File: src/verilog/lsu_pkg.sv
package lsu_pkg;

	localparam int WORD_W     = 32;
	localparam int ADDR_W     = 32;
	localparam int STRB_W     = WORD_W / 8;
	localparam int AXI_SIZE_W = 3;
	localparam int MEM_DEPTH  = 256; // 1 KiB of words
	localparam int MEM_IDX_W  = $clog2(MEM_DEPTH);

	// Memory map
	localparam logic [ADDR_W-1:0] RAM_BASE    = 32'h0000_0000;
	localparam logic [ADDR_W-1:0] RAM_LIMIT   = 32'h0000_03FF;
	localparam logic [ADDR_W-1:0] ALIAS_BASE  = 32'h0000_8000;
	localparam logic [ADDR_W-1:0] ALIAS_LIMIT = 32'h0000_83FF;

	typedef enum logic [1:0] {
		SIZE_BYTE = 2'd0, // Same code as AXI size
		SIZE_HALF = 2'd1,
		SIZE_WORD = 2'd2
	} access_size_e;

	typedef enum logic [1:0] {
		RESP_OKAY   = 2'b00,
		RESP_EXOKAY = 2'b01,
		RESP_SLVERR = 2'b10,
		RESP_DECERR = 2'b11
	} axi_resp_e;

	typedef enum logic [1:0] {
		REGION_RAM   = 2'd0,
		REGION_ALIAS = 2'd1,
		REGION_NONE  = 2'd2
	} region_e;

endpackage

File: src/verilog/lsu_addr_decode.sv
`timescale 1ns/1ps

module lsu_addr_decode import lsu_pkg::*; (
	input  logic [ADDR_W-1:0] addr_i,
	input  access_size_e      size_i,
	output region_e           region_o,
	output logic [ADDR_W-1:0] offset_o,
	output logic              misaligned_o
);

	always_comb begin
		if (addr_i inside {[RAM_BASE:RAM_LIMIT]}) begin
			region_o = REGION_RAM;
			offset_o = addr_i - RAM_BASE;
		end else if (addr_i inside {[ALIAS_BASE:ALIAS_LIMIT]}) begin
			region_o = REGION_ALIAS;
			offset_o = addr_i - ALIAS_BASE; // Folded onto the RAM
		end else begin
			region_o = REGION_NONE;
			offset_o = '0;
		end
	end

	always_comb begin
		case (size_i)
			SIZE_HALF: begin
				misaligned_o = addr_i[0];
			end
			SIZE_WORD: begin
				misaligned_o = |addr_i[1:0];
			end
			default: begin
				misaligned_o = 1'b0; // Bytes never fault
			end
		endcase
	end

endmodule

File: config.mk
export PLATFORM = sky130hd
export DESIGN_NAME = lsu_addr_decode
export DESIGN_NICKNAME = d
export VERILOG_FILES = /design/src/verilog/lsu_pkg.sv /design/src/verilog/lsu_addr_decode.sv
export SDC_FILE = /design/constraint.sdc
export NUM_CORES = 1
export LEC_CHECK = 0
export BUFFER_PORTS_ARGS = -buffer_cell sky130_fd_sc_hd__buf_2
export CORE_MARGIN = 1.5
export CORE_UTILIZATION = 34
export DETAILED_ROUTE_END_ITERATION = 8
export GPL_TIMING_DRIVEN = 0
export PLACE_DENSITY = 0.95
export SLEW_MARGIN = 40
export SYNTH_ARGS = -nofsm -noshare
export SYNTH_HDL_FRONTEND = slang
export SYNTH_SLANG_ARGS = --single-unit
export TNS_END_PERCENT = 5
File: constraint.sdc
create_clock -name vclk -period 3.4
set_input_delay 0.68 -clock vclk [all_inputs]
set_output_delay 0.68 -clock vclk [all_outputs]
set_load 0.005 [all_outputs]
==> results.yml <==
layout:
  multi_input_area_sq_um: 367
  drive_gt1_frac: 0.577
  flops_and_latches: 0
  nets: 169
  regArea_sq_um: 0
  stdcell_area_sq_um: 816
  diodes: 0
  synthToLayoutAreaGrowth_pct: 72.9
  num-fill-cells: 131
  nClkBuffers: 0
timing:
  maxSlewViolCount: 0
  rsz0062_at_grt: "no"
  final.setup.tns_ns: 0
  relSlewSlack: 0.633
  tightest_slew_ns: 0.547
  fmax_ghz: 0.357
  min_period_over_period: 0.823
  period_minus_slack_ns: 2.80
  finalSetupViolations: 0
  finalHoldViolations: 0
yosys:
  yosysTopAreaCellShare: 0.334
  ys_seq_area_frac: 0
  post-synth-top-count-cell: "and4_1"
  synth.area.top_cells: "and4_1, buf_4, ha_1, buf_6, or4_1"
  synth_cells: 62
  synth_common_cells: "and4_1, buf_4, clkbuf_1, inv_1"
  yosys.area.top_type: "and4_1"
  yosysWarnings: 0
  syn-cell-area_sq_um: 472
  syn_area_per_cell_sq_um: 7.61
  yosys.cell_types.count: 19
pwr:
  comb_power_share: 1.000
  ir_worst_vdd_mv: 0.0308
  swShare: 0.393
  p_switching_w: 0.0000181
  leakagePower_nw: 0.519
  seq_power_share: 0
  p_total_w: 0.0000460
  clkPwrFrac: 0
  p_int_w: 0.0000279
  powerDensity_nw_per_um2: 56.4
global_route:
  grt_usage: 0.145
  gr-total-overflow: 0
  grt_pass1_vias: 444
  antenna_found_initial: 0
  grtUsageMet1: 0.182
  grt_max_degree: 11
  grt_pass1_wl_microns: 1730
  use_met2: 0.290
  grtUsageMet3: 0
  top_usage_layer: "met2"
floorplanning:
  num_rows: 13
  start_util: 0.362
  pin_count: 69
  dieArea_sq_um: 1620
  die_w_microns: 40.2
  core-area_sq_um: 1300
  fp.dieH_microns: 40.2
cts:
  cts.repair.resized: 0
  post_cts_buffers: 0
  postCtsHoldBufs: 0
worst_setup_path:
  arrival_ns: 2.12
  cp_max_fo: 10
  critPathKind: "input port to primary output"
  worstSetupStartpointType: "input port"
  endpoint_kind: "primary output"
  required_ns: 2.72
routing:
  via_count: 650
  wl_per_cell_microns: 9.45
  drc: 0
  drtIter0Drc: 9
  via_per_inst: 4.48
  drt_wl_total_microns: 1370
  ant_nets: 0
  dr.pass1.iters: 4
worst_hold_path:
  hold_path_class: "input port to primary output"
place:
  postPlaceCellArea_sq_um: 816
  routabilityCongestion: 0.647
  dp_hpwl_microns: 1170
  io_buffers: 56
status:
  status: "finished clean"
run:
  maxCapViolations: 0
## metal layers
| metal | part of all wire | vias to the layer above | routed length, microns |
|---|---|---|---|
| li1 | - | 346 | - |
| met2 | 0.52 | 28 | 719 |
| met3 | 0.093 | 0 | 128 |
| met1 | 0.38 | 276 | 522 |
| met5 | 0 | - | 0 |
| met4 | 0 | 0 | 0 |
## area by class of cell
type / count / share of cell area
Timing Repair Buffer: 56 / 0.344
Multi-Input combinational cell: 51 / 0.449
Inverter: 4 / 0.0184
Tap cell: 15 / 0.0230
Buffer: 19 / 0.166
## kinds of logic (layout without fill, tap and decap cells)
logic type,Yosys count,after routing,share of synthesized area
AOI/OAI and AO/OA,3,3,0.0318
adders and majority gates,3,3,0.0796
other,1,13,0.00795
buffers and inverters,23,79,0.318
and+or+nand+nor,32,32,0.562
## path summary, 6_finish.rpt
| check | cells after the start | end | start | slack, ns |
|---|---|---|---|---|
| max | 6 | offset_o[27] | addr_i[13] | 0.60 |
| min | 4 | misaligned_o | addr_i[1] | 1.68 |
## placed cells by master, fill, tap and decap left out, drive strengths merged
| master | instances |
|---|---|
| nand3 | 1 |
| and4b | 1 |
| and4 | 18 |
| a21oi | 2 |
| clkbuf | 4 |
| nor2 | 1 |
| nor3b | 1 |
| nor3 | 2 |
| nand2 | 2 |
| buf | 71 |
| ha | 3 |
| nor4 | 1 |
| and3 | 1 |
| conb | 13 |
| inv | 4 |
| o21ai | 1 |
| or4 | 4 |
## power groups by stage
stage | Clock, W | Combinational [W] | Sequential, W
floorplan | 0 | 0.0000232 | 0
global placement | 0 | 0.0000444 | 0
detailed placement | 0 | 0.0000457 | 0
CTS | 0 | 0.0000457 | 0
global route | 0 | 0.0000525 | 0
finish | 0 | 0.0000460 | 0
## through the flow
stage / worst slack [ns] / hold WS, ns / instances / utilization
2_1_floorplan: 0.889 / 1.46 / 74 / -
3_3_place_gp: 0.619 / 1.67 / 145 / 0.627
3_5_place_dp: 0.589 / 1.68 / 145 / 0.627
4_1_cts: 0.589 / 1.68 / 145 / 0.627
5_1_grt: 0.475 / 1.69 / 145 / 0.627
6_report: 0.601 / 1.68 / 145 / 0.627
## critical path, stage by stage
cell	delay, ns
buf_2	0.09
or4_1	0.51
nor2_1	0.19
clkbuf_1	0.29
and4_1	0.24
buf_2	0.12
(Power assumes the default switching activity.)
