$ cat src/verilog/lsu_pkg.sv
package lsu_pkg;

	localparam int WORD_W     = 32;
	localparam int ADDR_W     = 32;
	localparam int STRB_W     = WORD_W / 8;
	localparam int AXI_SIZE_W = 3;
	localparam int MEM_DEPTH  = 256; // 1 KiB of words
	localparam int MEM_IDX_W  = $clog2(MEM_DEPTH);

	// Memory map
	localparam logic [ADDR_W-1:0] RAM_BASE    = 32'h0000_0000;
	localparam logic [ADDR_W-1:0] RAM_LIMIT   = 32'h0000_03FF;
	localparam logic [ADDR_W-1:0] ALIAS_BASE  = 32'h0000_8000;
	localparam logic [ADDR_W-1:0] ALIAS_LIMIT = 32'h0000_83FF;

	typedef enum logic [1:0] {
		SIZE_BYTE = 2'd0, // Same code as AXI size
		SIZE_HALF = 2'd1,
		SIZE_WORD = 2'd2
	} access_size_e;

	typedef enum logic [1:0] {
		RESP_OKAY   = 2'b00,
		RESP_EXOKAY = 2'b01,
		RESP_SLVERR = 2'b10,
		RESP_DECERR = 2'b11
	} axi_resp_e;

	typedef enum logic [1:0] {
		REGION_RAM   = 2'd0,
		REGION_ALIAS = 2'd1,
		REGION_NONE  = 2'd2
	} region_e;

endpackage

$ cat src/verilog/lsu_load_align.sv
`timescale 1ns/1ps

module lsu_load_align import lsu_pkg::*; (
	input  logic [WORD_W-1:0] rdata_i,
	input  logic [1:0]        addr_lo_i,
	input  access_size_e      size_i,
	input  logic              unsigned_i,
	output logic [WORD_W-1:0] data_o
);

	logic [7:0]  byte_sel;
	logic [15:0] half_sel;
	logic        byte_ext;
	logic        half_ext;

	assign byte_sel = rdata_i[{addr_lo_i, 3'b000} +: 8];
	assign half_sel = rdata_i[{addr_lo_i[1], 4'b0000} +: 16];

	assign byte_ext = byte_sel[7] & ~unsigned_i; // Fill bit
	assign half_ext = half_sel[15] & ~unsigned_i;

	always_comb begin
		case (size_i)
			SIZE_BYTE: begin
				data_o = {{(WORD_W-8){byte_ext}}, byte_sel};
			end
			SIZE_HALF: begin
				data_o = {{(WORD_W-16){half_ext}}, half_sel};
			end
			default: begin
				data_o = rdata_i;
			end
		endcase
	end

endmodule

$ cat config.mk
export PLATFORM = sky130hd
export DESIGN_NAME = lsu_load_align
export DESIGN_NICKNAME = d
export VERILOG_FILES = /design/src/verilog/lsu_pkg.sv /design/src/verilog/lsu_load_align.sv
export SDC_FILE = /design/constraint.sdc
export NUM_CORES = 1
export LEC_CHECK = 0
export BUFFER_PORTS_ARGS = -buffer_cell sky130_fd_sc_hd__buf_2
export CAP_MARGIN = 15
export CORE_ASPECT_RATIO = 1.5
export CORE_UTILIZATION = 35
export DETAILED_ROUTE_END_ITERATION = 6
export PLACE_DENSITY = 0.82
export SLEW_MARGIN = 20
export SYNTH_ARGS = -nofsm -noshare
export SYNTH_HDL_FRONTEND = slang
export SYNTH_SLANG_ARGS = --single-unit
$ cat constraint.sdc
create_clock -name vclk -period 1.4
set_input_delay 0.21 -clock vclk [all_inputs]
set_output_delay 0.21 -clock vclk [all_outputs]
set_load 0.05 [all_outputs]
==> results of run 1 <==
-- stage by stage --
stage | util, % | worst slack (ns) | setup TNS [ns] | hold slack [ns] | instances
3_3_place_gp | 81.3 | -0.303 | -8.18 | 0.813 | 219
2_1_floorplan | - | -0.108 | -2.58 | 0.625 | 117
3_5_place_dp | 81.3 | -0.361 | -9.15 | 0.820 | 219
-- logic make-up after synthesis --
group | count (synthesis) | share of synthesized area (%)
buffers and inverters | 14 | 10.5
and+or+nand+nor | 41 | 26.8
AOI/OAI and AO/OA | 51 | 45.5
muxes | 11 | 17.2
-- synth_stat cells, types with 2 or more instances --
cell type / instances
nand2_1: 25
a21oi_1: 22
a21oi_2: 10
mux2_2: 10
nor2b_1: 10
a22oi_1: 8
o21ai_0: 7
buf_2: 6
clkbuf_1: 4
buf_6: 2
==> flow_summary.toml, run 1 <==
[status]
outcome = "did not finish"
lastStage = "4_1_cts"
error = "[ERROR DPL-0038] Utilization greater than 100%, impossible to legalize"

[place]
finalWeightedCongestion = 0.779
dpl_cell_area_sq_mm = 0.00153
hpwlAfterDp_mm = 2.69
port_buffers = 69

[synthesis]
yosys_warnings = 0
syn_area_sq_um = 714
synth_cell_type_count = 23
synthesis.nets = 154
yosysTopAreaCell = "mux2_2"
yosysTopAreaCellShare_pct = 15.8
syn-mean-instance-area_sq_um = 6.11
synthCells = 117
synthTopCellsByArea = "mux2_2 (16%), a21oi_1 (15%), nand2_1 (13%), a21oi_2 (12%), nor2b_1 (8.8%)"
synth.yosys.seq_area_share_pct = 0

[clock_tree]
cts_setup_buffers = 2
cts_resized = 100
postCtsHoldBufs = 0

[die]
rows = 19
start_util_pct = 38.0
dieWidth_um = 38.9
ios = 69
die_h_um = 57.3
==> run 2, diff against run 1 <==
--- a/config.mk
+++ b/config.mk
@@ -7,10 +7,10 @@
 export LEC_CHECK = 0
 export BUFFER_PORTS_ARGS = -buffer_cell sky130_fd_sc_hd__buf_2
 export CAP_MARGIN = 15
-export CORE_ASPECT_RATIO = 1.5
-export CORE_UTILIZATION = 35
+export CORE_AREA = 2 2 63 65
 export DETAILED_ROUTE_END_ITERATION = 6
-export PLACE_DENSITY = 0.82
+export DIE_AREA = 0 0 65 67
+export PLACE_DENSITY_LB_ADDON = 0.15
 export SLEW_MARGIN = 20
 export SYNTH_ARGS = -nofsm -noshare
 export SYNTH_HDL_FRONTEND = slang
==> constraint.sdc (replaced) <==
create_clock -name vclk -period 1.82
set_input_delay 0.273 -clock vclk [all_inputs]
set_output_delay 0.273 -clock vclk [all_outputs]
set_load 0.05 [all_outputs]
==> run 2 against run 1 <==
  * The run now ends clean
  * Synthesized cell count unchanged
  * Area after synthesis unchanged
==> flow_summary.toml, run 2 <==
[status]
outcome = "finished, final reports clean"

[layout]
layout_common_cells = "buf_2 (41), buf_4 (31), nand2_1 (25), a21oi_1 (13), a21oi_4 (10)"
seq_cells = 0
area_delta_synth_final_pct = 116
drive_gt1_share_pct = 68.4
final_common_cell = "buf_2"
antenna_cells = 0
seq_area_sq_um = 0
num-clock-buffers = 0
nNetsFinal = 232
nFillCells = 394
design_area_sq_mm = 0.00154

[sta]
setup_viol_count_final = 0
hold_viol = 0
slew_viol_final = 0
fin_crit_sh_pct = 97.2
tightest_slew_ns = 0.344
timing.final.crit_period_ns = 1.77
slew-limit-headroom_pct = 77.0
fmax_mhz = 565

[critical_path]
crit_start = "addr_lo_i[1]"
crit_type = "input pin to primary output"
crit_arrival_ns = 1.50
crit_required_ns = 1.55
cp_max_fo = 4
startpoint_type = "input pin"
cp-end-kind = "primary output"

[grt]
grt_start_max_net_pins = 21
grt_usage_pct = 13.5
busiest_layer = "met2"
grt_pass1_vias = 1004
use_met3_pct = 0.676
gr-total-overflow = 0
antenna_found_initial = 0
grt_pass1_wl_mm = 4.77
grt_util_met2_pct = 23.7
use_met1_pct = 19.3

[synthesis]
yosys_warnings = 0
yosysTopAreaCell = "mux2_2"
synthCells = 117
syn-mean-instance-area_sq_um = 6.11
synth.yosys.seq_area_share_pct = 0
synthTopCellsByArea = "mux2_2 (16%), a21oi_1 (15%), nand2_1 (13%), a21oi_2 (12%), nor2b_1 (8.8%)"
yosysMostFrequentCell = "nand2_1"
synth_cell_type_count = 23
syn_area_sq_um = 714
yosys-top-cells-count = "nand2_1 (25), a21oi_1 (22), a21oi_2 (10), mux2_2 (10), nor2b_1 (10)"
yosysTopAreaCellShare_pct = 15.8
synthesis.nets = 154

[die]
die_h_um = 67
core_area_sq_mm = 0.00361
rows = 22
ios = 69
dieWidth_um = 65
start_util_pct = 19.8
dieArea_sq_mm = 0.00436

[power]
p_leak_nw = 0.700
ir_worst_vdd_v = 0.000221
internal_power_mw = 0.255
power.switching_mw = 0.436
seq_power_share_pct = 0
power_density_mw_per_mm2 = 448
p_comb_share_pct = 100.0
total_power_mw = 0.691
swShare_pct = 63.1
p_clk_share_pct = 0

[route]
routed_wl_mm = 3.29
firstDrtPassIters = 4
viasPerCell = 4.64
drt-wirelength-per-cell_um = 13.6
drt-initial-drc-count = 18
drtAntennaViolNets = 0
vias = 1119
remaining_drc_errors = 0

[place]
dpl_cell_area_sq_mm = 0.00135
finalWeightedCongestion = 0.770
port_buffers = 69
hpwlAfterDp_mm = 2.49

[hold_path]
hold_path_class = "input pin to primary output"
worstHoldStart = "rdata_i[1]"

[job]
drv_cap = 0

[clock_tree]
postCtsHoldBufs = 0
[run 2: kinds of logic (layout without fill, tap and decap cells)]
kind of cell	count (synthesis)	in the layout	synth area share [%]
AO/OA/AOI/OAI	51	51	45.5
buffers and inverters	14	90	10.5
multiplexers	11	11	17.2
AND/OR/NAND/NOR	41	41	26.8
[run 2: critical path, cell delays in order]
cell and delay [ns]:
buf_4 0.13, mux2_4 0.30, a22oi_2 0.19, and2_4 0.22, buf_4 0.14, a21oi_1 0.05, buf_4 0.19
[run 2: metal layers]
layer,share of wire [%],wire length [um]
met1,48,1570
met2,46,1500
met3,6.5,212
met4,0,0
met5,0,0
[run 2: final cells by class]
| class | count | area, sq um | share of cell area [%] |
|---|---|---|---|
| inverter | 1 | 3.75 | 0.244 |
| timing repair buffer | 89 | 652 | 42.3 |
| multi-input combinational | 103 | 825 | 53.5 |
| tap | 48 | 60.1 | 3.90 |
[run 2: path summary, 6_finish.rpt]
path          to  depth (start not counted)
max   data_o[30]                          7
min    data_o[1]                          4
[run 2: repair_timing]
| action | CTS | global route |
|---|---|---|
| setup buffers | 0 | 2 |
| resized for setup | 18 | 36 |
| hold endpoints to repair | 0 | 0 |
| pin swaps | 0 | 2 |
| endpoints found under the setup margin | 31 | 28 |
| gates cloned | 0 | 1 |
[run 2: power groups by stage]
stage	combinational, mW	clock (mW)	sequential [mW]
2_1_floorplan	0.445	0	0
3_3_place_gp	0.614	0	0
3_5_place_dp	0.617	0	0
4_1_cts	0.641	0	0
5_1_grt	0.729	0	0
6_report	0.691	0	0
[run 2: per-stage QoR]
stage / setup TNS, ns / util (%) / worst slack, ns / instances / hold slack (ns)
final: 0 / 42.7 / 0.0508 / 241 / 0.928
after global routing: -0.0211 / 42.7 / -0.0157 / 241 / 0.957
after CTS: 0 / 38.9 / 0.00153 / 238 / 0.947
after detailed placement: -3.66 / 37.4 / -0.215 / 238 / 0.947
after global placement: -3.27 / 37.4 / -0.195 / 238 / 0.942
after floorplan: -1.50 / - / -0.245 / 117 / 0.761
(Power assumes the default switching activity.)
