File: config.mk
export PLATFORM = sky130hd
export DESIGN_NAME = lsu_ctrl
export DESIGN_NICKNAME = d
export VERILOG_FILES = /design/src/verilog/lsu_pkg.sv /design/src/verilog/lsu_ctrl.sv
export SDC_FILE = /design/constraint.sdc
export NUM_CORES = 1
export LEC_CHECK = 0
export ABC_CLOCK_PERIOD_IN_PS = 7100
export BUFFER_PORTS_ARGS = -buffer_cell sky130_fd_sc_hd__buf_4
export CORE_MARGIN = 5
export CORE_UTILIZATION = 46
export CTS_CLUSTER_DIAMETER = 80
export DETAILED_ROUTE_END_ITERATION = 8
export PLACE_DENSITY = 0.85
export SLEW_MARGIN = 10
export SYNTH_ARGS = -nofsm -noshare
export SYNTH_HDL_FRONTEND = slang
export SYNTH_SLANG_ARGS = --single-unit
File: constraint.sdc
create_clock -name Axi_full -period 7.1 [get_ports Axi_full]
set_clock_uncertainty 0.1 [all_clocks]
set_input_delay 0.71 -clock Axi_full [delete_from_list [all_inputs] [get_ports Axi_full]]
set_output_delay 0.71 -clock Axi_full [all_outputs]
set_load 0.1 [all_outputs]
File: src/verilog/lsu_pkg.sv
package lsu_pkg;

	localparam int WORD_W     = 32;
	localparam int ADDR_W     = 32;
	localparam int STRB_W     = WORD_W / 8;
	localparam int AXI_SIZE_W = 3;
	localparam int MEM_DEPTH  = 256; // 1 KiB of words
	localparam int MEM_IDX_W  = $clog2(MEM_DEPTH);

	// Memory map
	localparam logic [ADDR_W-1:0] RAM_BASE    = 32'h0000_0000;
	localparam logic [ADDR_W-1:0] RAM_LIMIT   = 32'h0000_03FF;
	localparam logic [ADDR_W-1:0] ALIAS_BASE  = 32'h0000_8000;
	localparam logic [ADDR_W-1:0] ALIAS_LIMIT = 32'h0000_83FF;

	typedef enum logic [1:0] {
		SIZE_BYTE = 2'd0, // Same code as AXI size
		SIZE_HALF = 2'd1,
		SIZE_WORD = 2'd2
	} access_size_e;

	typedef enum logic [1:0] {
		RESP_OKAY   = 2'b00,
		RESP_EXOKAY = 2'b01,
		RESP_SLVERR = 2'b10,
		RESP_DECERR = 2'b11
	} axi_resp_e;

	typedef enum logic [1:0] {
		REGION_RAM   = 2'd0,
		REGION_ALIAS = 2'd1,
		REGION_NONE  = 2'd2
	} region_e;

endpackage

File: src/verilog/lsu_ctrl.sv
`timescale 1ns/1ps

module lsu_ctrl import lsu_pkg::*; (
	input  logic                  Axi_full,
	input  logic                  reset_i,

	input  logic                  req_valid_i,
	input  logic                  req_write_i,
	input  logic [ADDR_W-1:0]     req_addr_i,
	input  access_size_e          req_size_i,
	input  logic                  req_unsigned_i,
	input  logic [WORD_W-1:0]     req_wdata_i,

	input  region_e               region_i,
	input  logic                  misaligned_i,

	input  logic                  awready_i,
	input  logic                  wready_i,
	input  logic                  bvalid_i,
	input  axi_resp_e             bresp_i,
	input  logic                  arready_i,
	input  logic                  rvalid_i,
	input  axi_resp_e             rresp_i,
	input  logic [WORD_W-1:0]     load_data_i,

	output logic [ADDR_W-1:0]     held_addr_o,
	output access_size_e          held_size_o,
	output logic                  held_unsigned_o,
	output logic [WORD_W-1:0]     held_wdata_o,

	output logic                  awvalid_o,
	output logic                  wvalid_o,
	output logic                  bready_o,
	output logic                  arvalid_o,
	output logic [AXI_SIZE_W-1:0] arsize_o,
	output logic                  rready_o,

	output logic                  busy_o,
	output logic                  done_o,
	output axi_resp_e             resp_o,
	output logic [WORD_W-1:0]     rdata_o
);

	typedef enum logic [2:0] {
		S_IDLE,
		S_DECIDE,
		S_AW,
		S_W,
		S_B,
		S_AR,
		S_R
	} state_e;

	state_e state;
	logic   held_write;
	logic   accept;
	logic   fault;
	logic   fault_end;
	logic   b_fire;
	logic   r_fire;

	assign accept    = (state == S_IDLE) && req_valid_i;
	assign fault     = (region_i == REGION_NONE) || misaligned_i;
	assign fault_end = (state == S_DECIDE) && fault;
	assign b_fire    = bready_o && bvalid_i;
	assign r_fire    = rready_o && rvalid_i;

	// Valids follow the state, so they hold while the slave stalls
	assign awvalid_o = (state == S_AW);
	assign wvalid_o  = (state == S_W);
	assign bready_o  = (state == S_B);
	assign arvalid_o = (state == S_AR);
	assign rready_o  = (state == S_R);
	assign arsize_o  = {{(AXI_SIZE_W-2){1'b0}}, held_size_o};
	assign busy_o    = (state != S_IDLE);

	always_ff @(posedge Axi_full) begin
		if (reset_i) begin
			state  <= S_IDLE;
			done_o <= 1'b0;
		end else begin
			done_o <= fault_end || b_fire || r_fire;
			case (state)
				S_IDLE: begin
					if (req_valid_i) state <= S_DECIDE;
				end
				S_DECIDE: begin
					if (fault) state <= S_IDLE;
					else if (held_write) state <= S_AW;
					else state <= S_AR;
				end
				S_AW: begin
					if (awready_i) state <= S_W;
				end
				S_W: begin
					if (wready_i) state <= S_B;
				end
				S_B: begin
					if (bvalid_i) state <= S_IDLE;
				end
				S_AR: begin
					if (arready_i) state <= S_R;
				end
				S_R: begin
					if (rvalid_i) state <= S_IDLE;
				end
				default: state <= S_IDLE;
			endcase
		end
	end

	always_ff @(posedge Axi_full) begin
		if (accept) begin
			held_write      <= req_write_i;
			held_addr_o     <= req_addr_i;
			held_size_o     <= req_size_i;
			held_unsigned_o <= req_unsigned_i;
			held_wdata_o    <= req_wdata_i;
		end
	end

	always_ff @(posedge Axi_full) begin
		if (fault_end) begin
			resp_o  <= (region_i == REGION_NONE) ? RESP_DECERR : RESP_SLVERR;
			rdata_o <= '0;
		end else if (b_fire) begin
			resp_o  <= bresp_i;
			rdata_o <= '0; // Stores return no data
		end else if (r_fire) begin
			resp_o  <= rresp_i;
			rdata_o <= load_data_i;
		end
	end

endmodule

==> flow_summary.toml <==
[timing]
rsz0062_at_grt = "false"
fmax_ghz = 0.397
slew_viol_final = 0
setup-tns-final_ps = 0
worst_slack_ps = 4580
max_slew_margin = 0.242
setup_viol = 0
worst_slew_pin_slew_ps = 1130
period_share = 0.355
fin_hold_ws_ps = 361
hold_viol = 0
period_minus_slack_ps = 2520

[critical_path]
worstRegToRegCells = 3
cp.required_ps = 6290
arrival_ps = 1710
rrSetupSlack_ps = 4610
end_kind = "output port"
regToRegStartpoint = "state[2]$_SDFFE_PP0P_"
startpoint_type = "register"
crit_path_max_fanout = 17
criticalPathCategory = "reg2out"
r2r_end = "resp_o[1]$_SDFFCE_PP1P_"

[synthesis]
syn_area_mm2 = 0.00364
yosys.area_share.simple = 0.108
synthAdderAreaFrac = 0
synth_edf_count = 70
ys_ff_latch = 106
synthArstFlopShare = 0
synth.yosys.warnings = 0
synth_area_per_cell_um2 = 13.5
synth-xor-area-share = 0
ys.flop_type = "edfxtp_1"
synth_compound_area_frac = 0.0767
yosysSeqAreaShare = 0.776
synthMuxAreaShare = 0.00894
netlist_instances = 269
synth_fp_nets = 384
synth_top_family_by_area = "simple AND/OR/NAND/NOR gates"
synthDistinctLibCells = 35

[grt]
grtUsageTotal = 0.201
grt_max_degree = 69
overflow = 0
grt_first_pass_wirelength_um = 15400
grt_pass1_vias = 3024
antenna_found_initial = 0

[routing]
drcViolationCount = 0
wl_um = 10300
vias_per_cell = 4.91
drtAntennaViolNets = 0
first_pass_iters = 4
wl_per_cell_um = 17.3
via_count = 2924
drtIter0Drc = 96

[worst_hold_path]
whs_endpoint = "rdata_o[7]$_SDFFE_PP0P_"
worst_hold_path_type = "reg2reg"
whs_path_depth = 2
worstHoldStart = "rdata_o[7]$_SDFFE_PP0P_"

[run]
cap_violations = 0

[clocking]
cts_buffers = 9
h-tree-depth = 3
clock_path_buffers = 2
hold_buffers = 0
cts_root_buffer = "clkbuf_8"
cts_tree = "done"
clock_sinks = 106
postCtsResizedCells = 0
clk_pin_slew_ps = 90
clock_latency_ps = 340
cts_setup_buffers = 0

[power]
leakagePower_nw = 2.36
power_density_mw_per_mm2 = 270
vdd_drop_max_v = 0.000107

[floorplan]
die_h_um = 98.9
io_pins = 226
fp.dieArea_mm2 = 0.00979
die_w_um = 98.9
coreArea_mm2 = 0.00773
num_rows = 32
start_util = 0.471

[placed_design]
place.gp.congestion = 0.802
port_buffers = 224
dp_hpwl_um = 8140
post-place-ws_ps = 4620
placed_cells = 580
place_area_mm2 = 0.00538

[final_layout]
stdcell_count = 596
layout-drive-gt1-share = 0.502
syn_to_final_growth_pct = 52.6
num-nets-final = 604
fin_area_mm2 = 0.00555
nFillCells = 533
final-seq-area_mm2 = 0.00282
multi_input_area_um2 = 716
diodes = 0

[status]
status = "completed"
## metal layers
layer,wire length [um],vias up,track usage
li1,-,1376,-
met1,3620,1374,0.221
met2,5390,162,0.368
met3,1170,12,0.0743
met4,135,0,0.0494
met5,0,-,0
## where the power goes
group | switching [mW] | total [mW] | internal (mW)
clock network | 0.199 | 0.330 | 0.131
logic | 0.346 | 0.445 | 0.0989
registers | 0.0172 | 0.725 | 0.708
total | 0.562 | 1.50 | 0.938
## cell usage in the layout, fill, tap and decap left out, types with 2 or more instances in the layout
cell,n
buf_4,226
edfxtp_1,70
nand2_1,68
dfxtp_1,36
a21oi_1,35
clkbuf_8,9
inv_1,4
nor2b_1,3
and2_1,3
o21ai_0,3
inv_6,3
nor2_1,2
a31oi_1,2
and3_1,2
nand3_1,2
nor3b_1,2
a211oi_1,2
clkinvlp_4,2
## through the flow
stage	utilization	power, mW
finish	0.718	1.50
global route	0.718	1.56
CTS	0.718	1.51
detailed placement	0.696	1.19
global placement	0.696	1.18
floorplan	-	1.07
## worst max-delay path, stage by stage (launching register included)
cell     delay, ps
dfxtp_1        650
inv_1          190
nor3_1         200
buf_4          330
## cells by family after synthesis
logic type             Yosys count
and+or+nand+nor                 90
buffers and inverters           21
AOI/OAI and AO/OA               49
DFF                            106
other                            1
muxes                            2
## layout make-up
type	count	share of cell area
Tap cell	102	0.0230
Timing Repair Buffer	226	0.306
Clock inverter	6	0.00834
Clock buffer	10	0.0230
Multi-Input combinational cell	142	0.129
Sequential cell	106	0.508
Inverter	4	0.00270
## state kept, by name, indices dropped and copies added (netlist names)
name and flops:
held_addr_o 32, held_wdata_o 32, rdata_o 32, state 3
held_size_o 2, resp_o 2, done_o 1, held_unsigned_o 1
held_write 1
## how the worst max path moves through the flow
stage	end	start
2_1_floorplan	held_addr_o[0]$_DFFE_PP_	state[2]$_SDFFE_PP0P_
3_3_place_gp	resp_o[0]$_DFFE_PP_	state[2]$_SDFFE_PP0P_
3_5_place_dp	resp_o[0]$_DFFE_PP_	state[2]$_SDFFE_PP0P_
4_1_cts	awvalid_o	state[1]$_SDFFE_PP0P_
5_1_grt	resp_o[1]$_SDFFCE_PP1P_	state[2]$_SDFFE_PP0P_
6_report	awvalid_o	state[1]$_SDFFE_PP0P_
## cells in the mapped netlist (2+ instances only)
cell type   n  area [um2]
a31oi_1     2        12.5
nor3b_1     2        15.0
and2_1      3        18.8
o21ai_0     3        15.0
buf_4       3        22.5
buf_2       8        40.0
and3_1      2        12.5
nand2_1    68         255
edfxtp_1   70        2100
nor2_1      3        11.3
a21oi_1    35         175
clkbuf_1    5        18.8
dfxtp_1    36         721
a211oi_1    2        15.0
nand3_1     2        10.0
inv_1       4        15.0
nor2b_1     3        18.8
No activity file was read; power rests on OpenSTA's default activity.
