**src/verilog/lsu_pkg.sv**
```systemverilog
package lsu_pkg;

	localparam int WORD_W     = 32;
	localparam int ADDR_W     = 32;
	localparam int STRB_W     = WORD_W / 8;
	localparam int AXI_SIZE_W = 3;
	localparam int MEM_DEPTH  = 256; // 1 KiB of words
	localparam int MEM_IDX_W  = $clog2(MEM_DEPTH);

	// Memory map
	localparam logic [ADDR_W-1:0] RAM_BASE    = 32'h0000_0000;
	localparam logic [ADDR_W-1:0] RAM_LIMIT   = 32'h0000_03FF;
	localparam logic [ADDR_W-1:0] ALIAS_BASE  = 32'h0000_8000;
	localparam logic [ADDR_W-1:0] ALIAS_LIMIT = 32'h0000_83FF;

	typedef enum logic [1:0] {
		SIZE_BYTE = 2'd0, // Same code as AXI size
		SIZE_HALF = 2'd1,
		SIZE_WORD = 2'd2
	} access_size_e;

	typedef enum logic [1:0] {
		RESP_OKAY   = 2'b00,
		RESP_EXOKAY = 2'b01,
		RESP_SLVERR = 2'b10,
		RESP_DECERR = 2'b11
	} axi_resp_e;

	typedef enum logic [1:0] {
		REGION_RAM   = 2'd0,
		REGION_ALIAS = 2'd1,
		REGION_NONE  = 2'd2
	} region_e;

endpackage

```
**src/verilog/lsu_store_align.sv**
```systemverilog
`timescale 1ns/1ps

module lsu_store_align import lsu_pkg::*; (
	input  logic [1:0]            addr_lo_i,
	input  access_size_e          size_i,
	input  logic [WORD_W-1:0]     data_i,
	output logic [WORD_W-1:0]     wdata_o,
	output logic [STRB_W-1:0]     wstrb_o,
	output logic [AXI_SIZE_W-1:0] awsize_o
);

	assign awsize_o = {{(AXI_SIZE_W-2){1'b0}}, size_i};

	// Data is copied to every lane, the strobes pick the live one
	always_comb begin
		case (size_i)
			SIZE_BYTE: begin
				wdata_o = {STRB_W{data_i[7:0]}};
				wstrb_o = STRB_W'(1) << addr_lo_i;
			end
			SIZE_HALF: begin
				wdata_o = {(STRB_W/2){data_i[15:0]}};
				wstrb_o = STRB_W'(3) << {addr_lo_i[1], 1'b0};
			end
			default: begin
				wdata_o = data_i;
				wstrb_o = '1;
			end
		endcase
	end

endmodule

```
**config.mk**
```make
export PLATFORM = sky130hd
export DESIGN_NAME = lsu_store_align
export DESIGN_NICKNAME = d
export VERILOG_FILES = /design/src/verilog/lsu_pkg.sv /design/src/verilog/lsu_store_align.sv
export SDC_FILE = /design/constraint.sdc
export NUM_CORES = 1
export LEC_CHECK = 0
export BUFFER_PORTS_ARGS = -buffer_cell sky130_fd_sc_hd__buf_2
export CORE_MARGIN = 4
export CORE_UTILIZATION = 33
export DETAILED_ROUTE_END_ITERATION = 10
export PLACE_DENSITY = 0.82
export SYNTH_ARGS = -nofsm -noshare
export SYNTH_HDL_FRONTEND = slang
export SYNTH_SLANG_ARGS = --single-unit
```
**constraint.sdc**
```tcl
create_clock -name vclk -period 0.85
set_input_delay 0.085 -clock vclk [all_inputs]
set_output_delay 0.085 -clock vclk [all_outputs]
set_load 0.01 [all_outputs]
```
==> metrics.txt, run 1 <==
# TYPE chip_impl_metric gauge
chip_impl_metric{name="routed_wirelength",unit="microns"} 2400
chip_impl_metric{name="power.density_cell_area",unit="nW/um^2"} 639
chip_impl_metric{name="drt_iter0_markers",unit=""} 4
chip_impl_metric{name="drt_drc_violations_left",unit=""} 0
chip_impl_metric{name="final_max_tran_viols",unit=""} 0
chip_impl_metric{name="first_global_vias",unit=""} 758
chip_impl_metric{name="worst-path-max-fanout",unit=""} 6
chip_impl_info{name="critPathCaptureType",value="primary output"} 1
chip_impl_metric{name="postSynthCellCount",unit=""} 64
chip_impl_info{name="run_status",value="complete, but fails checks"} 1
chip_impl_info{name="worstHoldEndpoint",value="wdata_o[3]"} 1
chip_impl_metric{name="seq_area",unit="sq um"} 0
chip_impl_metric{name="finalNetCount",unit=""} 173
chip_impl_metric{name="floorplan.rows",unit=""} 14
chip_impl_metric{name="finalWorstPathRequiredPeriod",unit="ns"} 0.989
chip_impl_metric{name="port-buffer-count",unit=""} 74
chip_impl_metric{name="die_x",unit="microns"} 49.1
chip_impl_metric{name="die_height",unit="microns"} 49.1
chip_impl_metric{name="grt_first_pass_wirelength",unit="microns"} 3600
chip_impl_metric{name="hold-path-cell-count",unit=""} 2
chip_impl_info{name="cp-start-kind",value="input port"} 1
chip_impl_info{name="hold_class",value="input port to primary output"} 1
chip_impl_info{name="hold_path.startpoint",value="data_i[3]"} 1
chip_impl_metric{name="p_seq_share",unit="%"} 0
chip_impl_metric{name="floorplan.core_area",unit="sq um"} 1560
chip_impl_info{name="violations",value="negative setup slack"} 1
chip_impl_metric{name="antenna_violating_nets_post_route",unit=""} 0
chip_impl_metric{name="sw_frac_of_total",unit="%"} 42.4
chip_impl_metric{name="share_of_post_route_cells_with_drive_strength_above_1",unit="%"} 88.1
chip_impl_metric{name="p_switching",unit="W"} 0.000315
chip_impl_metric{name="design.portCount",unit=""} 75
chip_impl_metric{name="vdd_drop_max",unit="mV"} 0.344
chip_impl_metric{name="grt_start_max_net_pins",unit=""} 9
chip_impl_metric{name="drv.max_cap_violation_count",unit=""} 0
chip_impl_metric{name="hold_viol_final",unit=""} 0
chip_impl_metric{name="worst_slack",unit="ns"} -0.139
chip_impl_metric{name="start_util",unit="%"} 35.8
chip_impl_metric{name="drt-wirelength-per-cell",unit="microns"} 15.9
chip_impl_metric{name="insertedDiodeCount",unit=""} 0
chip_impl_metric{name="floorplan.die_area",unit="sq um"} 2410
chip_impl_metric{name="n_clock_buffer",unit=""} 0
chip_impl_metric{name="vias_per_cell",unit=""} 4.83
chip_impl_metric{name="gr-usage-all-layers",unit="%"} 18.4
chip_impl_metric{name="p_leak",unit="nW"} 0.646
chip_impl_metric{name="finalPower",unit="W"} 0.000743
chip_impl_metric{name="power.share.clock",unit="%"} 0
chip_impl_info{name="grt_setup_unrepaired",value="true"} 1
chip_impl_metric{name="nFlopsAndLatches",unit=""} 0
chip_impl_metric{name="synthesis.yosys.warnings",unit=""} 0
chip_impl_metric{name="post-route-util",unit="%"} 74.6
chip_impl_metric{name="post-place-cells",unit=""} 148
chip_impl_metric{name="post_layout_nonfiller_instances",unit=""} 151
chip_impl_metric{name="detail_route.first_pass.iterations",unit=""} 2
chip_impl_metric{name="vias",unit=""} 730
chip_impl_metric{name="synthDistinctLibCells",unit=""} 14
chip_impl_metric{name="yosysSeqAreaShare",unit="%"} 0
chip_impl_metric{name="stdcell_area",unit="sq um"} 1160
chip_impl_metric{name="internal_power",unit="W"} 0.000428
chip_impl_metric{name="dpl.hpwl",unit="microns"} 1590
chip_impl_metric{name="postPlaceCellArea",unit="sq um"} 897
chip_impl_metric{name="fin_crit_sh",unit="%"} 116
chip_impl_metric{name="comb_power_share",unit="%"} 100.0
chip_impl_metric{name="syn_area_per_cell",unit="sq um"} 8.72
chip_impl_metric{name="area_delta_synth_final",unit="%"} 108
chip_impl_metric{name="hold-worst-slack",unit="ns"} 0.402
chip_impl_metric{name="total_nets_after_synthesis",unit=""} 100
chip_impl_metric{name="antenna_violations_before_repair",unit=""} 0
chip_impl_metric{name="synth_area",unit="sq um"} 558
chip_impl_metric{name="timing.critical_path.required",unit="ns"} 0.76
chip_impl_info{name="setup.worst_path.class",value="input port to primary output"} 1
chip_impl_metric{name="highest_clock_rate",unit="MHz"} 1010
chip_impl_metric{name="arr_time_crit_path",unit="ns"} 0.90
chip_impl_metric{name="gp_congestion",unit=""} 0.676
chip_impl_metric{name="grt.overflow.total",unit=""} 0
chip_impl_metric{name="finalSetupViolations",unit=""} 13
==> Yosys cell counts <==
cell type,n,share of area [%]
mux2_2,16,32
buf_4,11,15
mux2i_1,8,14
nand2_1,8,5.4
o21ai_2,8,13
buf_6,3,6.1
a21o_1,2,2.7
o21bai_1,2,2.7
buf_8,1,2.7
conb_1,1,0.67
inv_1,1,0.67
nand2b_4,1,2.5
nor2_1,1,0.67
nor2_4,1,2.0
==> per-layer routing <==
metal	vias to the layer above	global-route usage [%]	wire [microns]	part of all wire (%)
li1	354	-	-	-
met1	324	17.9	901	38
met2	50	40.2	1270	53
met3	2	2.75	212	8.8
met4	0	1.42	14	0.58
met5	-	0	0	0
==> cell families after synthesis <==
group / share of synthesized area, %
AOI/OAI and AO/OA: 17.9
muxes: 46.6
other: 0.672
buffers and inverters: 24.2
and+or+nand+nor: 10.5
==> stage by stage <==
stage / setup WS [ns] / setup TNS [ns]
after CTS: -0.130 / -1.00
after global placement: -0.176 / -2.58
after floorplan: 0.122 / 0
after global routing: -0.153 / -1.48
final: -0.139 / -1.12
after detailed placement: -0.186 / -3.00
==> worst max-delay path: stages <==
cell,delay (ns)
buf_8,0.10
nor2_4,0.14
buf_12,0.14
mux2_4,0.31
buf_6,0.13
==> power groups by stage <==
stage	registers, W	logic (W)	clock network [W]
global route	0	0.000792	0
finish	0	0.000743	0
detailed placement	0	0.000541	0
CTS	0	0.000696	0
floorplan	0	0.000320	0
global placement	0	0.000527	0
==> area by class of cell <==
cell class,count,area (sq um)
Fill cell,112,397
Timing Repair Buffer,86,618
Inverter,1,3.75
Multi-Input combinational cell,48,520
Tap cell,16,20.0
==> placed cells by master (no fill, tap or decap) <==
cell type,Yosys,layout
mux2_4,0,16
o21ai_2,8,8
buf_4,11,7
nor2_4,1,2
conb_1,1,1
mux2i_2,0,5
o21bai_1,2,1
nand2b_4,1,1
nand2_1,8,8
inv_1,1,1
o21bai_4,0,1
buf_2,0,55
buf_6,3,20
mux2i_1,8,3
a21o_1,2,2
buf_12,0,1
buf_8,1,3
==> how the worst max path moves through the flow <==
stage | cells past startpoint | endpoint | slack [ns] | from
detailed placement | 5 | wdata_o[14] | -0.19 | size_i[1]
floorplan | 2 | wdata_o[10] | 0.12 | size_i[1]
global route | 5 | wdata_o[14] | -0.15 | size_i[0]
global placement | 5 | wdata_o[14] | -0.18 | size_i[1]
CTS | 5 | wdata_o[12] | -0.13 | size_i[0]
finish | 5 | wdata_o[14] | -0.14 | size_i[0]
==> repair_timing <==
action,4_1_cts,5_1_grt
gates cloned,0,0
endpoints found under the hold margin,0,0
setup buffers,2,1
hold buffers,0,0
endpoints found under the setup margin,28,22
pin swaps,1,0
resized for setup,42,10
Power figures use the tool's default switching activity.
==> run 2, diff against run 1 <==
--- a/config.mk
+++ b/config.mk
@@ -5,9 +5,10 @@
 export SDC_FILE = /design/constraint.sdc
 export NUM_CORES = 1
 export LEC_CHECK = 0
+export ABC_AREA = 1
 export BUFFER_PORTS_ARGS = -buffer_cell sky130_fd_sc_hd__buf_2
 export CORE_MARGIN = 4
-export CORE_UTILIZATION = 33
+export CORE_UTILIZATION = 34
 export DETAILED_ROUTE_END_ITERATION = 10
 export PLACE_DENSITY = 0.82
 export SYNTH_ARGS = -nofsm -noshare
==> metrics.txt, run 2 <==
# TYPE chip_impl_metric gauge
chip_impl_info{name="run_status",value="completed"} 1
chip_impl_info{name="setup.worst_path.class",value="input port to primary output"} 1
chip_impl_metric{name="final_max_tran_viols",unit=""} 0
chip_impl_metric{name="first_global_vias",unit=""} 771
chip_impl_metric{name="fin_crit_sh",unit="%"} 95.6
chip_impl_metric{name="nFlopsAndLatches",unit=""} 0
chip_impl_metric{name="finalPower",unit="W"} 0.000572
chip_impl_metric{name="grt.overflow.total",unit=""} 0
chip_impl_metric{name="antenna_violating_nets_post_route",unit=""} 0
chip_impl_metric{name="share_of_post_route_cells_with_drive_strength_above_1",unit="%"} 66.9
chip_impl_metric{name="floorplan.die_area",unit="sq um"} 2450
chip_impl_metric{name="finalNetCount",unit=""} 204
chip_impl_metric{name="die_height",unit="microns"} 49.5
chip_impl_metric{name="gr-usage-all-layers",unit="%"} 15.7
chip_impl_info{name="most_frequent_cell_after_synthesis",value="nand2_1"} 1
chip_impl_metric{name="post_layout_nonfiller_instances",unit=""} 182
chip_impl_metric{name="drt_iter0_markers",unit=""} 11
chip_impl_metric{name="start_util",unit="%"} 37.6
chip_impl_metric{name="antenna_violations_before_repair",unit=""} 0
chip_impl_metric{name="synthDistinctLibCells",unit=""} 13
chip_impl_metric{name="synth_area",unit="sq um"} 586
chip_impl_metric{name="routed_wirelength",unit="microns"} 2080
chip_impl_metric{name="design.portCount",unit=""} 75
chip_impl_metric{name="multi_input_area",unit="sq um"} 458
chip_impl_info{name="hold_class",value="input port to primary output"} 1
chip_impl_metric{name="floorplan.core_area",unit="sq um"} 1560
chip_impl_metric{name="hold-worst-slack",unit="ns"} 0.400
chip_impl_metric{name="vdd_drop_max",unit="mV"} 0.293
chip_impl_metric{name="post-place-cells",unit=""} 181
chip_impl_metric{name="power.density_cell_area",unit="nW/um^2"} 588
chip_impl_info{name="most_common_library_cell_in_the_layout_ignoring_fill_and_taps",value="buf_2"} 1
chip_impl_info{name="hold_path.startpoint",value="data_i[7]"} 1
chip_impl_metric{name="postSynthCellCount",unit=""} 102
chip_impl_metric{name="gp_congestion",unit=""} 0.678
chip_impl_metric{name="syn_area_per_cell",unit="sq um"} 5.74
chip_impl_metric{name="insertedDiodeCount",unit=""} 0
chip_impl_metric{name="floorplan.rows",unit=""} 14
chip_impl_metric{name="post-route-util",unit="%"} 62.4
chip_impl_metric{name="yosysSeqAreaShare",unit="%"} 0
chip_impl_metric{name="worst-path-max-fanout",unit=""} 8
chip_impl_metric{name="detail_route.first_pass.iterations",unit=""} 4
chip_impl_metric{name="finalWorstPathRequiredPeriod",unit="ns"} 0.813
chip_impl_info{name="layout_common_cells",value="72 x buf_2, 42 x nand2_1, 16 x nand3_2"} 1
chip_impl_metric{name="n_clock_buffer",unit=""} 0
chip_impl_metric{name="drt-wirelength-per-cell",unit="microns"} 11.5
chip_impl_info{name="worstHoldEndpoint",value="wdata_o[7]"} 1
chip_impl_metric{name="finalSetupViolations",unit=""} 0
chip_impl_metric{name="p_leak",unit="nW"} 0.615
chip_impl_metric{name="vias_per_cell",unit=""} 4.68
chip_impl_info{name="synth.top_cells.by_area",value="nand2_1 32%, nand3_2 27%, buf_4 15%, o21ai_1 8.5%, buf_6 3.8%"} 1
chip_impl_metric{name="vias",unit=""} 852
chip_impl_metric{name="arr_time_crit_path",unit="ns"} 0.73
chip_impl_metric{name="fin_tns_setup",unit="ns"} 0
chip_impl_metric{name="die_x",unit="microns"} 49.5
chip_impl_metric{name="fillCellCount",unit=""} 152
chip_impl_info{name="ys_top_cells_by_count",value="50 x nand2_1, 16 x nand3_2, 12 x buf_4"} 1
chip_impl_metric{name="total_nets_after_synthesis",unit=""} 138
chip_impl_metric{name="drt_drc_violations_left",unit=""} 0
chip_impl_info{name="critPathCaptureType",value="primary output"} 1
chip_impl_metric{name="grt_first_pass_wirelength",unit="microns"} 3260
chip_impl_metric{name="dpl.hpwl",unit="microns"} 1750
chip_impl_metric{name="seq_area",unit="sq um"} 0
chip_impl_metric{name="timing.critical_path.required",unit="ns"} 0.76
chip_impl_metric{name="grt_start_max_net_pins",unit=""} 14
chip_impl_metric{name="hold_viol_final",unit=""} 0
chip_impl_metric{name="area_delta_synth_final",unit="%"} 66.2
chip_impl_info{name="synth_largest_area_cell",value="nand2_1"} 1
chip_impl_metric{name="synthesis.yosys.warnings",unit=""} 0
chip_impl_metric{name="hold-path-cell-count",unit=""} 2
chip_impl_info{name="cp-start-kind",value="input port"} 1
chip_impl_metric{name="highest_clock_rate",unit="MHz"} 1230
chip_impl_metric{name="yosys.area.top_type_share",unit="%"} 32.1
chip_impl_metric{name="drv.max_cap_violation_count",unit=""} 0
chip_impl_metric{name="port-buffer-count",unit=""} 74
-- run 2: cell types whose count changed after synthesis, sizes merged, moves of 2 or more --
cell	before	now
buf	15	18
mux2	16	0
nand2	8	50
a21o	2	0
nand3	0	16
inv	1	3
mux2i	8	0
o21bai	2	0
o21ai	8	12
-- run 2: cells by family (layout without fill, tap and decap cells) --
logic type,after synthesis,in the layout,share of synthesized area (%)
AND/OR/NAND/NOR,68,68,62.0
AO/OA/AOI/OAI,12,12,10.3
other,1,1,0.640
buffers and inverters,21,85,27.1
-- run 2: layer usage --
metal,share of wire (%),track usage (%)
met1,35,16.5
met2,57,33.5
met3,8.1,2.71
met4,0,0
met5,0,0
-- run 2: worst max path at each step --
stage,cells past startpoint,to,slack (ns),startpoint
CTS,5,wdata_o[11],-0.01,size_i[1]
detailed placement,5,wdata_o[11],-0.01,size_i[1]
finish,6,wdata_o[26],0.04,size_i[1]
floorplan,4,wdata_o[12],0.16,size_i[1]
global placement,5,wdata_o[11],0.01,size_i[1]
global route,6,wdata_o[26],-0.03,size_i[1]
-- run 2: timing repair --
action	4_1_cts	5_1_grt
setup endpoints to repair	1	20
endpoints found under the hold margin	0	0
resized for setup	0	18
pin swaps	0	1
setup buffers	0	1
hold buffers	0	0
-- run 2: critical path, cell delays in order --
cell	delay (ns)
buf_4	0.14
inv_2	0.08
buf_6	0.13
nand3_2	0.07
nand3_2	0.07
buf_2	0.13
-- run 2: final cells by class --
class	instances	share of cell area, %
repair buffers	82	49.7
multi-input cells	81	47.0
well taps	16	2.06
inverters	3	1.16
-- run 2: through the flow --
step / worst slack, ns / area [sq um]
finish: 0.0372 / 973
floorplan: 0.156 / 586
global placement: 0.0129 / 906
CTS: -0.0107 / 906
global route: -0.0291 / 973
detailed placement: -0.0100 / 906
-- run 2: where the power goes --
group / total [W] / internal [W] / switching (W)
logic: 0.000572 / 0.000267 / 0.000305
clock network: 0 / 0 / 0
registers: 0 / 0 / 0
total: 0.000572 / 0.000267 / 0.000305
==> run 3, diff against run 2 <==
--- a/config.mk
+++ b/config.mk
@@ -10,7 +10,7 @@
 export CORE_MARGIN = 4
 export CORE_UTILIZATION = 34
 export DETAILED_ROUTE_END_ITERATION = 10
-export PLACE_DENSITY = 0.82
+export PLACE_DENSITY = 0.95
 export SYNTH_ARGS = -nofsm -noshare
 export SYNTH_HDL_FRONTEND = slang
 export SYNTH_SLANG_ARGS = --single-unit
==> metrics.txt, run 3 (synthesis results as in run 2) <==
# TYPE chip_impl_metric gauge
chip_impl_metric{name="floorplan.core_area",unit="sq um"} 1560
chip_impl_metric{name="grt.overflow.total",unit=""} 0
chip_impl_metric{name="final_max_tran_viols",unit=""} 0
chip_impl_metric{name="routed_wirelength",unit="microns"} 2050
chip_impl_metric{name="first_global_vias",unit=""} 769
chip_impl_metric{name="floorplan.rows",unit=""} 14
chip_impl_metric{name="finalPower",unit="W"} 0.000613
chip_impl_metric{name="power.density_cell_area",unit="nW/um^2"} 605
chip_impl_metric{name="multi_input_area",unit="sq um"} 449
chip_impl_info{name="run_status",value="completed"} 1
chip_impl_metric{name="hold_viol_final",unit=""} 0
chip_impl_metric{name="antenna_violations_before_repair",unit=""} 0
chip_impl_metric{name="start_util",unit="%"} 37.6
chip_impl_metric{name="nFlopsAndLatches",unit=""} 0
chip_impl_metric{name="grt_first_pass_wirelength",unit="microns"} 3240
chip_impl_metric{name="antenna_violating_nets_post_route",unit=""} 0
chip_impl_metric{name="detail_route.first_pass.iterations",unit=""} 4
chip_impl_metric{name="comb_power_share",unit="%"} 100.0
chip_impl_metric{name="seq_area",unit="sq um"} 0
chip_impl_metric{name="area_delta_synth_final",unit="%"} 73.1
chip_impl_metric{name="fin_crit_sh",unit="%"} 99.0
chip_impl_metric{name="worst-path-max-fanout",unit=""} 8
chip_impl_info{name="critPathCaptureType",value="primary output"} 1
chip_impl_metric{name="dpl.hpwl",unit="microns"} 1730
chip_impl_metric{name="post-place-cells",unit=""} 182
chip_impl_metric{name="p_switching",unit="W"} 0.000306
chip_impl_metric{name="arr_time_crit_path",unit="ns"} 0.76
chip_impl_metric{name="drt_drc_violations_left",unit=""} 0
chip_impl_metric{name="p_seq_share",unit="%"} 0
chip_impl_metric{name="timing.critical_path.required",unit="ns"} 0.76
chip_impl_metric{name="gr-usage-all-layers",unit="%"} 15.5
chip_impl_metric{name="highest_clock_rate",unit="MHz"} 1190
chip_impl_metric{name="gp_congestion",unit=""} 0.716
chip_impl_metric{name="insertedDiodeCount",unit=""} 0
chip_impl_metric{name="cts_post_setup_buffers_inserted",unit=""} 0
chip_impl_metric{name="finalNetCount",unit=""} 204
chip_impl_info{name="layout_common_cells",value="63 x buf_2, 41 x nand2_1, 16 x nand3_2"} 1
chip_impl_metric{name="vdd_drop_max",unit="mV"} 0.317
chip_impl_info{name="most_common_library_cell_in_the_layout_ignoring_fill_and_taps",value="buf_2"} 1
chip_impl_metric{name="sw_frac_of_total",unit="%"} 50.0
chip_impl_metric{name="vias_per_cell",unit=""} 4.58
chip_impl_metric{name="drt-wirelength-per-cell",unit="microns"} 11.2
chip_impl_metric{name="p_leak",unit="nW"} 0.626
chip_impl_info{name="worstSetupEndpoint",value="wdata_o[11]"} 1
chip_impl_metric{name="die_x",unit="microns"} 49.5
chip_impl_metric{name="port-buffer-count",unit=""} 74
chip_impl_metric{name="power.share.clock",unit="%"} 0
chip_impl_metric{name="floorplan.die_area",unit="sq um"} 2450
chip_impl_metric{name="fillCellCount",unit=""} 151
chip_impl_info{name="cp-start-kind",value="input port"} 1
chip_impl_info{name="setup.worst_path.class",value="input port to primary output"} 1
chip_impl_metric{name="grt_start_max_net_pins",unit=""} 17
chip_impl_metric{name="share_of_post_route_cells_with_drive_strength_above_1",unit="%"} 65.7
chip_impl_metric{name="internal_power",unit="W"} 0.000307
chip_impl_metric{name="drv.max_cap_violation_count",unit=""} 0
chip_impl_info{name="crit_path_start",value="size_i[0]"} 1
chip_impl_metric{name="design.portCount",unit=""} 75
chip_impl_metric{name="vias",unit=""} 834
chip_impl_info{name="grt_setup_unrepaired",value="true"} 1
chip_impl_metric{name="die_height",unit="microns"} 49.5
chip_impl_metric{name="finalSetupViolations",unit=""} 0
chip_impl_metric{name="finalWorstPathRequiredPeriod",unit="ns"} 0.842
chip_impl_metric{name="post_layout_nonfiller_instances",unit=""} 182
chip_impl_info{name="hold_class",value="input port to primary output"} 1
chip_impl_metric{name="n_clock_buffer",unit=""} 0
chip_impl_metric{name="drt_iter0_markers",unit=""} 9
run 3: cell counts in the layout (fill, tap and decap cells not counted):
Identical to the previous run, type by type.
run 3: final cells by class:
class,count,area share (%)
timing repair buffer,82,52.6
multi-input combinational,81,44.3
tap,16,1.98
inverter,3,1.11
run 3: worst min-delay path by stage:
| stage | cells past startpoint | slack, ns | startpoint | end |
|---|---|---|---|---|
| CTS | 2 | 0.39 | data_i[0] | wdata_o[0] |
| global route | 2 | 0.40 | size_i[0] | awsize_o[0] |
| finish | 2 | 0.39 | size_i[0] | awsize_o[0] |
| floorplan | 1 | 0.26 | addr_lo_i[1] | wstrb_o[1] |
| detailed placement | 2 | 0.39 | data_i[0] | wdata_o[0] |
| global placement | 2 | 0.39 | data_i[6] | wdata_o[6] |
run 3: routing by layer:
layer	global-route usage, %	wire (microns)
met2	30.8	1100
met3	1.51	207
met1	18.3	738
met5	0	0
met4	1.38	0
run 3: critical path, cell delays in order:
cell and delay, ns:
buf_12 0.11, nor2_4 0.26, nand2_2 0.10, nand2_1 0.07
buf_2 0.12
run 3: per-stage QoR:
| stage | setup WS (ns) | utilization, % | hold WS [ns] | cell area, sq um | TNS (ns) |
|---|---|---|---|---|---|
| CTS | -0.0182 | 58.6 | 0.390 | 913 | -0.0389 |
| detailed placement | -0.0171 | 58.6 | 0.389 | 913 | -0.0338 |
| global placement | 0.00676 | 58.6 | 0.390 | 913 | 0 |
| floorplan | 0.156 | - | 0.259 | 586 | 0 |
| finish | 0.00847 | 65.0 | 0.385 | 1010 | 0 |
| global route | -0.0505 | 65.0 | 0.397 | 1010 | -0.595 |
run 3: what timing repair did:
action	4_1_cts	5_1_grt
pin swaps	0	13
hold buffers	0	0
resized for setup	0	26
setup endpoints to repair	6	18
endpoints found under the hold margin	0	0
gates cloned	0	0
run 3: power by group through the flow:
stage,Combinational (W),Clock [W],Sequential [W]
floorplan,0.000313,0,0
global placement,0.000532,0,0
detailed placement,0.000539,0,0
CTS,0.000541,0,0
global route,0.000669,0,0
finish,0.000613,0,0
